--- src/isa_pkg.sv ---
package isa_pkg;

    ////////////////////////////////////////////////////////////
    // Field and word types
    ////////////////////////////////////////////////////////////

    typedef logic [31:0] word_t;
    typedef logic [4:0]  reg_addr_t;
    typedef logic [4:0]  shamt_t;
    typedef logic [5:0]  opcode_t;
    typedef logic [5:0]  funct_t;
    typedef logic [15:0] imm_t;

    localparam int    NUM_REGS = 32;
    localparam word_t PC_STEP  = 32'd4;

    ////////////////////////////////////////////////////////////
    // Primary opcodes
    ////////////////////////////////////////////////////////////

    localparam opcode_t OP_SPECIAL = 6'h00;
    localparam opcode_t OP_ADDIU   = 6'h09;
    localparam opcode_t OP_SLTI    = 6'h0a;
    localparam opcode_t OP_SLTIU   = 6'h0b;
    localparam opcode_t OP_ANDI    = 6'h0c;
    localparam opcode_t OP_ORI     = 6'h0d;
    localparam opcode_t OP_XORI    = 6'h0e;
    localparam opcode_t OP_LUI     = 6'h0f;

    ////////////////////////////////////////////////////////////
    // SPECIAL function codes
    ////////////////////////////////////////////////////////////

    localparam funct_t FN_SLL  = 6'h00;
    localparam funct_t FN_SRL  = 6'h02;
    localparam funct_t FN_SRA  = 6'h03;
    localparam funct_t FN_SLLV = 6'h04;
    localparam funct_t FN_SRLV = 6'h06;
    localparam funct_t FN_SRAV = 6'h07;
    localparam funct_t FN_ADDU = 6'h21;
    localparam funct_t FN_SUBU = 6'h23;
    localparam funct_t FN_AND  = 6'h24;
    localparam funct_t FN_OR   = 6'h25;
    localparam funct_t FN_XOR  = 6'h26;
    localparam funct_t FN_NOR  = 6'h27;
    localparam funct_t FN_SLT  = 6'h2a;
    localparam funct_t FN_SLTU = 6'h2b;

endpackage

--- src/pipe_pkg.sv ---
package pipe_pkg;

    import isa_pkg::*;

    typedef enum logic [3:0] {
        ALU_ADD,
        ALU_SUB,
        ALU_AND,
        ALU_OR,
        ALU_XOR,
        ALU_NOR,
        ALU_SLT,
        ALU_SLTU,
        ALU_SLL,
        ALU_SRL,
        ALU_SRA,
        ALU_LUI
    } alu_op_e;

    // Operand source for the execute stage
    typedef enum logic [1:0] {
        FWD_RF,
        FWD_EXMEM,
        FWD_MEMWB
    } fwd_sel_e;

    ////////////////////////////////////////////////////////////
    // Stage registers
    ////////////////////////////////////////////////////////////

    typedef struct packed {
        logic  valid;
        word_t pc;
        word_t instr;
    } ifid_t;

    typedef struct packed {
        logic      valid;
        word_t     pc;
        alu_op_e   alu_op;
        word_t     rs_val;
        reg_addr_t rs_addr;
        word_t     rt_val;
        reg_addr_t rt_addr;
        word_t     imm;
        logic      imm_sel;     // Operand b from immediate
        shamt_t    shamt;
        logic      shift_var;   // Shift amount from rs
        reg_addr_t rd;
    } idex_t;

    // Shared by EX/MEM and MEM/WB
    typedef struct packed {
        logic      valid;
        word_t     pc;
        reg_addr_t rd;
        word_t     result;
    } stage_result_t;

    typedef struct packed {
        logic      valid;
        word_t     pc;
        reg_addr_t rd;
        word_t     data;
    } retire_t;

endpackage

--- src/fetch_unit.sv ---
`timescale 1ns/1ps

module fetch_unit (
    input  logic            clk,
    input  logic            arst_n,
    input  logic            instr_valid,
    input  isa_pkg::word_t  instr,
    output pipe_pkg::ifid_t ifid
);

    import isa_pkg::*;
    import pipe_pkg::*;

    word_t pc;

    // Bubbles keep the PC where it is
    always_ff @(posedge clk or negedge arst_n) begin
        if (!arst_n) begin
            pc   <= '0;
            ifid <= '0;
        end else begin
            ifid.valid <= instr_valid;
            if (instr_valid) begin
                ifid.pc    <= pc;
                ifid.instr <= instr;
                pc         <= pc + PC_STEP;
            end
        end
    end

    ////////////////////////////////////////////////////////////
    // Checks
    ////////////////////////////////////////////////////////////

    a_pc_aligned : assert property (
        @(posedge clk) disable iff (!arst_n)
        pc[1:0] == 2'b00
    );

endmodule

--- src/reg_file.sv ---
`timescale 1ns/1ps

module reg_file (
    input  logic                    clk,
    input  logic                    arst_n,
    input  isa_pkg::reg_addr_t      rs_addr,
    input  isa_pkg::reg_addr_t      rt_addr,
    output isa_pkg::word_t          rs_data,
    output isa_pkg::word_t          rt_data,
    input  pipe_pkg::stage_result_t wb
);

    import isa_pkg::*;

    word_t regs [NUM_REGS];

    // Zero register, then same-cycle write data, then storage
    function automatic word_t read_port(reg_addr_t addr);
        word_t value;
        if (addr == '0) begin
            value = '0;
        end else if (wb.valid && wb.rd == addr) begin
            value = wb.result;
        end else begin
            value = regs[addr];
        end
        return value;
    endfunction

    always_ff @(posedge clk or negedge arst_n) begin
        if (!arst_n) begin
            for (int i = 0; i < NUM_REGS; i++) begin
                regs[i] <= '0;
            end
        end else if (wb.valid && wb.rd != '0) begin
            regs[wb.rd] <= wb.result;
        end
    end

    always_comb begin
        rs_data = read_port(rs_addr);
        rt_data = read_port(rt_addr);
    end

    a_zero_reg : assert property (
        @(posedge clk) disable iff (!arst_n)
        regs[0] == '0
    );

endmodule

--- src/decode_stage.sv ---
`timescale 1ns/1ps

module decode_stage (
    input  logic               clk,
    input  logic               arst_n,
    input  pipe_pkg::ifid_t    ifid,
    output isa_pkg::reg_addr_t rs_addr,
    output isa_pkg::reg_addr_t rt_addr,
    input  isa_pkg::word_t     rs_data,
    input  isa_pkg::word_t     rt_data,
    output pipe_pkg::idex_t    idex
);

    import isa_pkg::*;
    import pipe_pkg::*;

    opcode_t   opcode;
    funct_t    funct;
    reg_addr_t rd_field;
    shamt_t    shamt;
    imm_t      imm;

    alu_op_e   alu_op;
    logic      imm_sel;
    logic      shift_var;
    reg_addr_t dest;
    word_t     imm_ext;

    assign opcode   = ifid.instr[31:26];
    assign rs_addr  = ifid.instr[25:21];
    assign rt_addr  = ifid.instr[20:16];
    assign rd_field = ifid.instr[15:11];
    assign shamt    = ifid.instr[10:6];
    assign funct    = ifid.instr[5:0];
    assign imm      = ifid.instr[15:0];

    ////////////////////////////////////////////////////////////
    // Decoder
    ////////////////////////////////////////////////////////////

    // Unknown encodings keep dest at zero and retire as no-writes
    always_comb begin
        alu_op    = ALU_ADD;
        imm_sel   = 1'b0;
        shift_var = 1'b0;
        dest      = '0;
        if (opcode == OP_SPECIAL) begin
            dest = rd_field;
            case (funct)
                FN_ADDU: alu_op = ALU_ADD;
                FN_SUBU: alu_op = ALU_SUB;
                FN_AND:  alu_op = ALU_AND;
                FN_OR:   alu_op = ALU_OR;
                FN_XOR:  alu_op = ALU_XOR;
                FN_NOR:  alu_op = ALU_NOR;
                FN_SLT:  alu_op = ALU_SLT;
                FN_SLTU: alu_op = ALU_SLTU;
                FN_SLL:  alu_op = ALU_SLL;
                FN_SRL:  alu_op = ALU_SRL;
                FN_SRA:  alu_op = ALU_SRA;
                FN_SLLV: begin
                    alu_op    = ALU_SLL;
                    shift_var = 1'b1;
                end
                FN_SRLV: begin
                    alu_op    = ALU_SRL;
                    shift_var = 1'b1;
                end
                FN_SRAV: begin
                    alu_op    = ALU_SRA;
                    shift_var = 1'b1;
                end
                default: dest = '0;
            endcase
        end else begin
            dest    = rt_addr;
            imm_sel = 1'b1;
            case (opcode)
                OP_ADDIU: alu_op = ALU_ADD;
                OP_SLTI:  alu_op = ALU_SLT;
                OP_SLTIU: alu_op = ALU_SLTU;
                OP_ANDI:  alu_op = ALU_AND;
                OP_ORI:   alu_op = ALU_OR;
                OP_XORI:  alu_op = ALU_XOR;
                OP_LUI:   alu_op = ALU_LUI;
                default: begin
                    dest    = '0;
                    imm_sel = 1'b0;
                end
            endcase
        end
    end

    // Logic ops zero-extend, LUI goes to the upper half
    always_comb begin
        case (opcode)
            OP_ANDI, OP_ORI, OP_XORI: imm_ext = {16'h0000, imm};
            OP_LUI:                   imm_ext = {imm, 16'h0000};
            default:                  imm_ext = {{16{imm[15]}}, imm};
        endcase
    end

    ////////////////////////////////////////////////////////////
    // ID/EX register
    ////////////////////////////////////////////////////////////

    always_ff @(posedge clk or negedge arst_n) begin
        if (!arst_n) begin
            idex <= '0;
        end else begin
            idex.valid     <= ifid.valid;
            idex.pc        <= ifid.pc;
            idex.alu_op    <= alu_op;
            idex.rs_val    <= rs_data;
            idex.rs_addr   <= rs_addr;
            idex.rt_val    <= rt_data;
            idex.rt_addr   <= rt_addr;
            idex.imm       <= imm_ext;
            idex.imm_sel   <= imm_sel;
            idex.shamt     <= shamt;
            idex.shift_var <= shift_var;
            idex.rd        <= dest;
        end
    end

endmodule

--- src/forward_unit.sv ---
`timescale 1ns/1ps

module forward_unit (
    input  isa_pkg::reg_addr_t      rs_addr,
    input  isa_pkg::reg_addr_t      rt_addr,
    input  pipe_pkg::stage_result_t exmem,
    input  pipe_pkg::stage_result_t memwb,
    output pipe_pkg::fwd_sel_e      fwd_a,
    output pipe_pkg::fwd_sel_e      fwd_b
);

    import isa_pkg::*;
    import pipe_pkg::*;

    // Younger result in EX/MEM has priority
    function automatic fwd_sel_e pick(reg_addr_t addr);
        fwd_sel_e sel;
        if (exmem.valid && exmem.rd != '0 && exmem.rd == addr) begin
            sel = FWD_EXMEM;
        end else if (memwb.valid && memwb.rd != '0 && memwb.rd == addr) begin
            sel = FWD_MEMWB;
        end else begin
            sel = FWD_RF;
        end
        return sel;
    endfunction

    always_comb begin
        fwd_a = pick(rs_addr);
        fwd_b = pick(rt_addr);
    end

endmodule

--- src/alu.sv ---
`timescale 1ns/1ps

module alu (
    input  isa_pkg::word_t    a,
    input  isa_pkg::word_t    b,
    input  isa_pkg::shamt_t   shamt,
    input  pipe_pkg::alu_op_e op,
    output isa_pkg::word_t    result
);

    import isa_pkg::*;
    import pipe_pkg::*;

    logic lt_signed;
    logic lt_unsigned;

    assign lt_signed   = $signed(a) < $signed(b);
    assign lt_unsigned = a < b;

    always_comb begin
        case (op)
            ALU_ADD:  result = a + b;
            ALU_SUB:  result = a - b;
            ALU_AND:  result = a & b;
            ALU_OR:   result = a | b;
            ALU_XOR:  result = a ^ b;
            ALU_NOR:  result = ~(a | b);
            ALU_SLT:  result = {31'd0, lt_signed};
            ALU_SLTU: result = {31'd0, lt_unsigned};
            // Shifts act on b, as rt does in the encoding
            ALU_SLL:  result = b << shamt;
            ALU_SRL:  result = b >> shamt;
            ALU_SRA:  result = word_t'($signed(b) >>> shamt);
            ALU_LUI:  result = b;
            default:  result = '0;
        endcase
    end

endmodule

--- src/execute_stage.sv ---
`timescale 1ns/1ps

module execute_stage (
    input  logic                    clk,
    input  logic                    arst_n,
    input  pipe_pkg::idex_t         idex,
    output pipe_pkg::stage_result_t exmem,
    output pipe_pkg::stage_result_t memwb
);

    import isa_pkg::*;
    import pipe_pkg::*;

    fwd_sel_e fwd_a;
    fwd_sel_e fwd_b;
    word_t    op_a;
    word_t    rt_fwd;
    word_t    op_b;
    shamt_t   shamt;
    word_t    alu_result;

    function automatic word_t fwd_value(fwd_sel_e sel, word_t rf_val);
        word_t value;
        case (sel)
            FWD_EXMEM: value = exmem.result;
            FWD_MEMWB: value = memwb.result;
            default:   value = rf_val;
        endcase
        return value;
    endfunction

    forward_unit i_forward_unit (
        .rs_addr ( idex.rs_addr ),
        .rt_addr ( idex.rt_addr ),
        .exmem   ( exmem        ),
        .memwb   ( memwb        ),
        .fwd_a   ( fwd_a        ),
        .fwd_b   ( fwd_b        )
    );

    always_comb begin
        op_a   = fwd_value(fwd_a, idex.rs_val);
        rt_fwd = fwd_value(fwd_b, idex.rt_val);
        op_b   = idex.imm_sel ? idex.imm : rt_fwd;
        shamt  = idex.shift_var ? op_a[4:0] : idex.shamt;
    end

    alu i_alu (
        .a      ( op_a       ),
        .b      ( op_b       ),
        .shamt  ( shamt      ),
        .op     ( idex.alu_op ),
        .result ( alu_result )
    );

    ////////////////////////////////////////////////////////////
    // EX/MEM and MEM/WB registers
    ////////////////////////////////////////////////////////////

    always_ff @(posedge clk or negedge arst_n) begin
        if (!arst_n) begin
            exmem <= '0;
            memwb <= '0;
        end else begin
            exmem.valid  <= idex.valid;
            exmem.pc     <= idex.pc;
            exmem.rd     <= idex.rd;
            exmem.result <= alu_result;
            memwb        <= exmem;
        end
    end

endmodule

--- src/pipeline.sv ---
`timescale 1ns/1ps

module pipeline (
    input  logic              clk,
    input  logic              arst_n,
    input  logic              instr_valid,
    input  isa_pkg::word_t    instr,
    output pipe_pkg::retire_t retire
);

    import isa_pkg::*;
    import pipe_pkg::*;

    ifid_t         ifid;
    idex_t         idex;
    stage_result_t exmem;
    stage_result_t memwb;
    reg_addr_t     rs_addr;
    reg_addr_t     rt_addr;
    word_t         rs_data;
    word_t         rt_data;

    fetch_unit i_fetch_unit (
        .clk         ( clk         ),
        .arst_n      ( arst_n      ),
        .instr_valid ( instr_valid ),
        .instr       ( instr       ),
        .ifid        ( ifid        )
    );

    decode_stage i_decode_stage (
        .clk     ( clk     ),
        .arst_n  ( arst_n  ),
        .ifid    ( ifid    ),
        .rs_addr ( rs_addr ),
        .rt_addr ( rt_addr ),
        .rs_data ( rs_data ),
        .rt_data ( rt_data ),
        .idex    ( idex    )
    );

    // Write port is the MEM/WB register itself
    reg_file i_reg_file (
        .clk     ( clk     ),
        .arst_n  ( arst_n  ),
        .rs_addr ( rs_addr ),
        .rt_addr ( rt_addr ),
        .rs_data ( rs_data ),
        .rt_data ( rt_data ),
        .wb      ( memwb   )
    );

    execute_stage i_execute_stage (
        .clk    ( clk    ),
        .arst_n ( arst_n ),
        .idex   ( idex   ),
        .exmem  ( exmem  ),
        .memwb  ( memwb  )
    );

    assign retire.valid = memwb.valid;
    assign retire.pc    = memwb.pc;
    assign retire.rd    = memwb.rd;
    assign retire.data  = memwb.result;

endmodule

--- config.mk ---
export PLATFORM = sky130hd
export DESIGN_NAME = pipeline
export DESIGN_NICKNAME = d
export VERILOG_FILES = /design/src/isa_pkg.sv /design/src/pipe_pkg.sv /design/src/fetch_unit.sv /design/src/reg_file.sv /design/src/decode_stage.sv /design/src/forward_unit.sv /design/src/alu.sv /design/src/execute_stage.sv /design/src/pipeline.sv
export SDC_FILE = /design/constraint.sdc
export NUM_CORES = 2
export LEC_CHECK = 0
export ABC_AREA = 0
export BUFFER_PORTS_ARGS = -buffer_cell sky130_fd_sc_hd__buf_2
export CAP_MARGIN = 20
export CORE_UTILIZATION = 27
export CTS_BUF_LIST = sky130_fd_sc_hd__clkbuf_2
export DETAILED_ROUTE_END_ITERATION = 10
export PLACE_DENSITY = 0.43
export SYNTH_ARGS = -nofsm -noshare
export SYNTH_HDL_FRONTEND = slang
export SYNTH_HIERARCHICAL = 1
export SYNTH_SLANG_ARGS = --single-unit
--- constraint.sdc ---
create_clock -name clk -period 7.6 [get_ports clk]
set_input_delay 1.52 -clock clk [delete_from_list [all_inputs] [get_ports clk]]
set_output_delay 1.52 -clock clk [all_outputs]
set_load 0.02 [all_outputs]
==> reports/results.ini <==
[final_layout]
areaGrowthSynthToFinish_pct=10.49
nFillCells=29369
final_cell_mix=dfrtp_1 (1,400), mux2_2 (1,111), clkbuf_2 (588)
final_common_cell=dfrtp_1
regArea_um2=35370
fin_cells=10334
fin_nets=6393
multi_input_area_um2=39660
drive_gt1_frac=0.4017
final_cell_area_um2=86440

[sta]
setup_viol=0
hold_ws_ns=0.2955
setup_tns_ns=0
post-route-period-util=0.8763
hold_violations=0
fin_crit_ns=6.660
clock.fmax_mhz=150.2
finClkSkew_ns=0.1982
relSlewSlack=0.1891
worst-slew-pin-transition_ns=1.215
slew_violations=0
grt_setup_unrepaired=false

[worst_hold_path]
hp-class=flip-flop to flip-flop

[cts]
insertion_delay_ns=1.86
cts_max_level=5
path_clk_slew_ns=0.10
cts-buffers-inserted=416
clock-sinks=1412
cts_resized=0
cts_tree=built
clock_path_buffers=4
cts-root-buf=clkbuf_2

[yosys]
synth_seq_area_share=0.4517
ys_ff_latch=1412
netlist_instances=6099
synth_ff_type=dfrtp_1
yosysWarnings=6
syn_area_per_cell_um2=12.83
synthArstFlopShare=1.000
synth.area.top_cells=dfrtp_1 (45%), mux2_2 (16%), mux4_2 (12%)
syn_area_um2=78230
synth_edf_count=0
synth_area_leader_cell=dfrtp_1
ys_types=104
synth_top_area_share=0.4517

[die]
die_area_um2=291900
placementRows=197
die_w_um=540.3
io_pins=105
core_area_um2=288100
start_util=0.2715
fp.dieH_um=540.3

[pwr]
switchingPower_mw=8.761
intPower_mw=12.96
seqPwrFrac=0.426
p_per_area_nw_per_um2=251.3
vdd.ir_drop.worst_uv=153.1
clock_power_share=0.261
swShare=0.4034
pwr-share-comb=0.313
p_leak_nw=39.18

[status]
run_status=finished, final reports clean

[grt]
grt_pass1_vias=58037
grt_remaining_overflow=0
grt_max_degree=159
grt_usage=0.2130
grt_pass1_wl_mm=449.6
antenna_found_initial=15

[setup_path]
cp.required_ns=9.32
path_max_fanout=38
cp.arrival_ns=8.38
crit_path_start_kind=flip-flop
crit_path_end_kind=flip-flop
setup.worst_path.class=flip-flop to flip-flop

[route]
ant_nets=0
drc=0
routed_wl_mm=314.9
wl_per_cell_um=30.47
drtIter0Drc=5163
drtPass1Iterations=8
vias=56723
vias_per_cell=5.489

[placement]
hpwl_mm=195.8
numPortBuffers=104
placed_cells=9583
place_area_um2=82580
gp_congestion=0.9117

[job]
drv_cap=0

## layout make-up
type | instances | share of cell area
diodes | 13 | 0.0003764
clock buffers | 588 | 0.03405
clock inverters | 116 | 0.006311
inverters | 121 | 0.005254
multi-input cells | 3964 | 0.4589
flip-flops and latches | 1412 | 0.4092
well taps | 3781 | 0.05473
repair buffers | 339 | 0.03127
## repair_timing
action,CTS,global route
endpoints found under the hold margin,128,0
setup buffers,0,0
hold buffers,34,0
## worst paths after layout
check,from,endpoint,slack (ns),depth (start not counted)
max,i_execute_stage/exmem[36],i_execute_stage/exmem[29],0.94,18
min,i_fetch_unit/ifid[35],i_decode_stage/idex[125],0.30,0
max reg2reg,i_execute_stage/exmem[36],i_execute_stage/exmem[29],0.94,18
min reg2reg,i_fetch_unit/ifid[35],i_decode_stage/idex[125],0.30,0
max in group asynchronous,arst_n,i_execute_stage/memwb[0],5.55,3
min in group asynchronous,arst_n,i_reg_file/regs[501],0.32,2
## sequential cells by signal, summed over array words and instances, names as in the netlist
name and flops:
i_decode_stage/idex 155, i_fetch_unit/ifid 63, i_fetch_unit/pc 30, i_reg_file/regs 1024
i_execute_stage/memwb 70, i_execute_stage/exmem 70
## power by group through the flow
stage	clock, mW	combinational [mW]	sequential, mW
CTS	5.95	6.77	9.24
floorplan	0	4.09	9.18
global route	6.34	7.21	9.36
finish	5.67	6.80	9.24
detailed placement	0	6.73	9.38
global placement	0	6.71	9.36
## routing by layer
layer / wire [µm] / vias to the layer above / track usage / part of all wire
li1: - / 23670 / - / -
met2: 143900 / 2056 / 0.3297 / 0.46
met4: 9457 / 4 / 0.07100 / 0.030
met1: 143100 / 30531 / 0.2976 / 0.45
met5: 26 / - / 0 / 0.000083
met3: 18480 / 462 / 0.03955 / 0.059
## stage by stage
step | util | power [mW] | setup slack [ns]
floorplan | - | 13.27 | 2.134
CTS | 0.2999 | 21.96 | 1.097
global placement | 0.2864 | 16.07 | 1.018
detailed placement | 0.2866 | 16.11 | 1.051
finish | 0.3000 | 21.72 | 0.9404
global route | 0.2999 | 22.91 | 0.5153
## worst max-delay path, stage by stage, from the launching register on
cell      delay, ns
dfrtp_1        0.43
or4_1          0.53
o21ai_2        0.16
nor4_1         0.11
nor4_1         0.47
ha_2           0.82
a221oi_1       0.11
o31ai_1        0.84
inv_1          0.16
ha_1           0.40
or2_2          0.36
nor2_1         0.20
nand4_1        0.11
o22ai_1        0.54
o21bai_1       0.26
o211ai_1       0.50
o211ai_1       0.17
o21bai_1       0.21
a32o_1         0.20
## cells by family (layout without fill, tap and decap cells)
group                    Yosys count  after routing  synth area share
buffers and inverters            724           1164           0.04553
flip-flops                      1412           1412            0.4517
multiplexers                    1862           1862            0.3236
XOR/XNOR                          62             62          0.006941
AND/OR/NAND/NOR                  804            804           0.05145
adder cells (fa/ha/maj)          104            104           0.01683
other                              1             15        0.00004793
AO/OA/AOI/OAI                   1130           1130            0.1039
## synthesized netlist by cell type (16+ instances only)
library cell  instances
buf_8                16
xnor2_1              37
clkbuf_1            284
a221oi_2             25
nor4_1               16
nand3_1              55
a211o_1              20
a31oi_1              37
a21o_1               26
ha_1                102
a222oi_1             23
a211oi_1             74
nor2b_1             110
o21ai_0             207
nand2_1             230
o211ai_1             32
mux2_2             1111
xor2_1               25
buf_6                37
buf_2               136
dfrtp_1            1412
a221oi_1             61
mux4_2              419
buf_1                79
nand4_1              25
a22o_1               21
buf_4                49
nand2b_1             36
o31ai_1              26
o31ai_2              20
nor2_1              196
o22ai_1              67
a221o_1              33
a21oi_1             209
a22oi_1             110
o221ai_1             20
inv_1               118
o21bai_1             16
mux2i_1             329
nor3_1               44
Power figures use the tool's default switching activity.
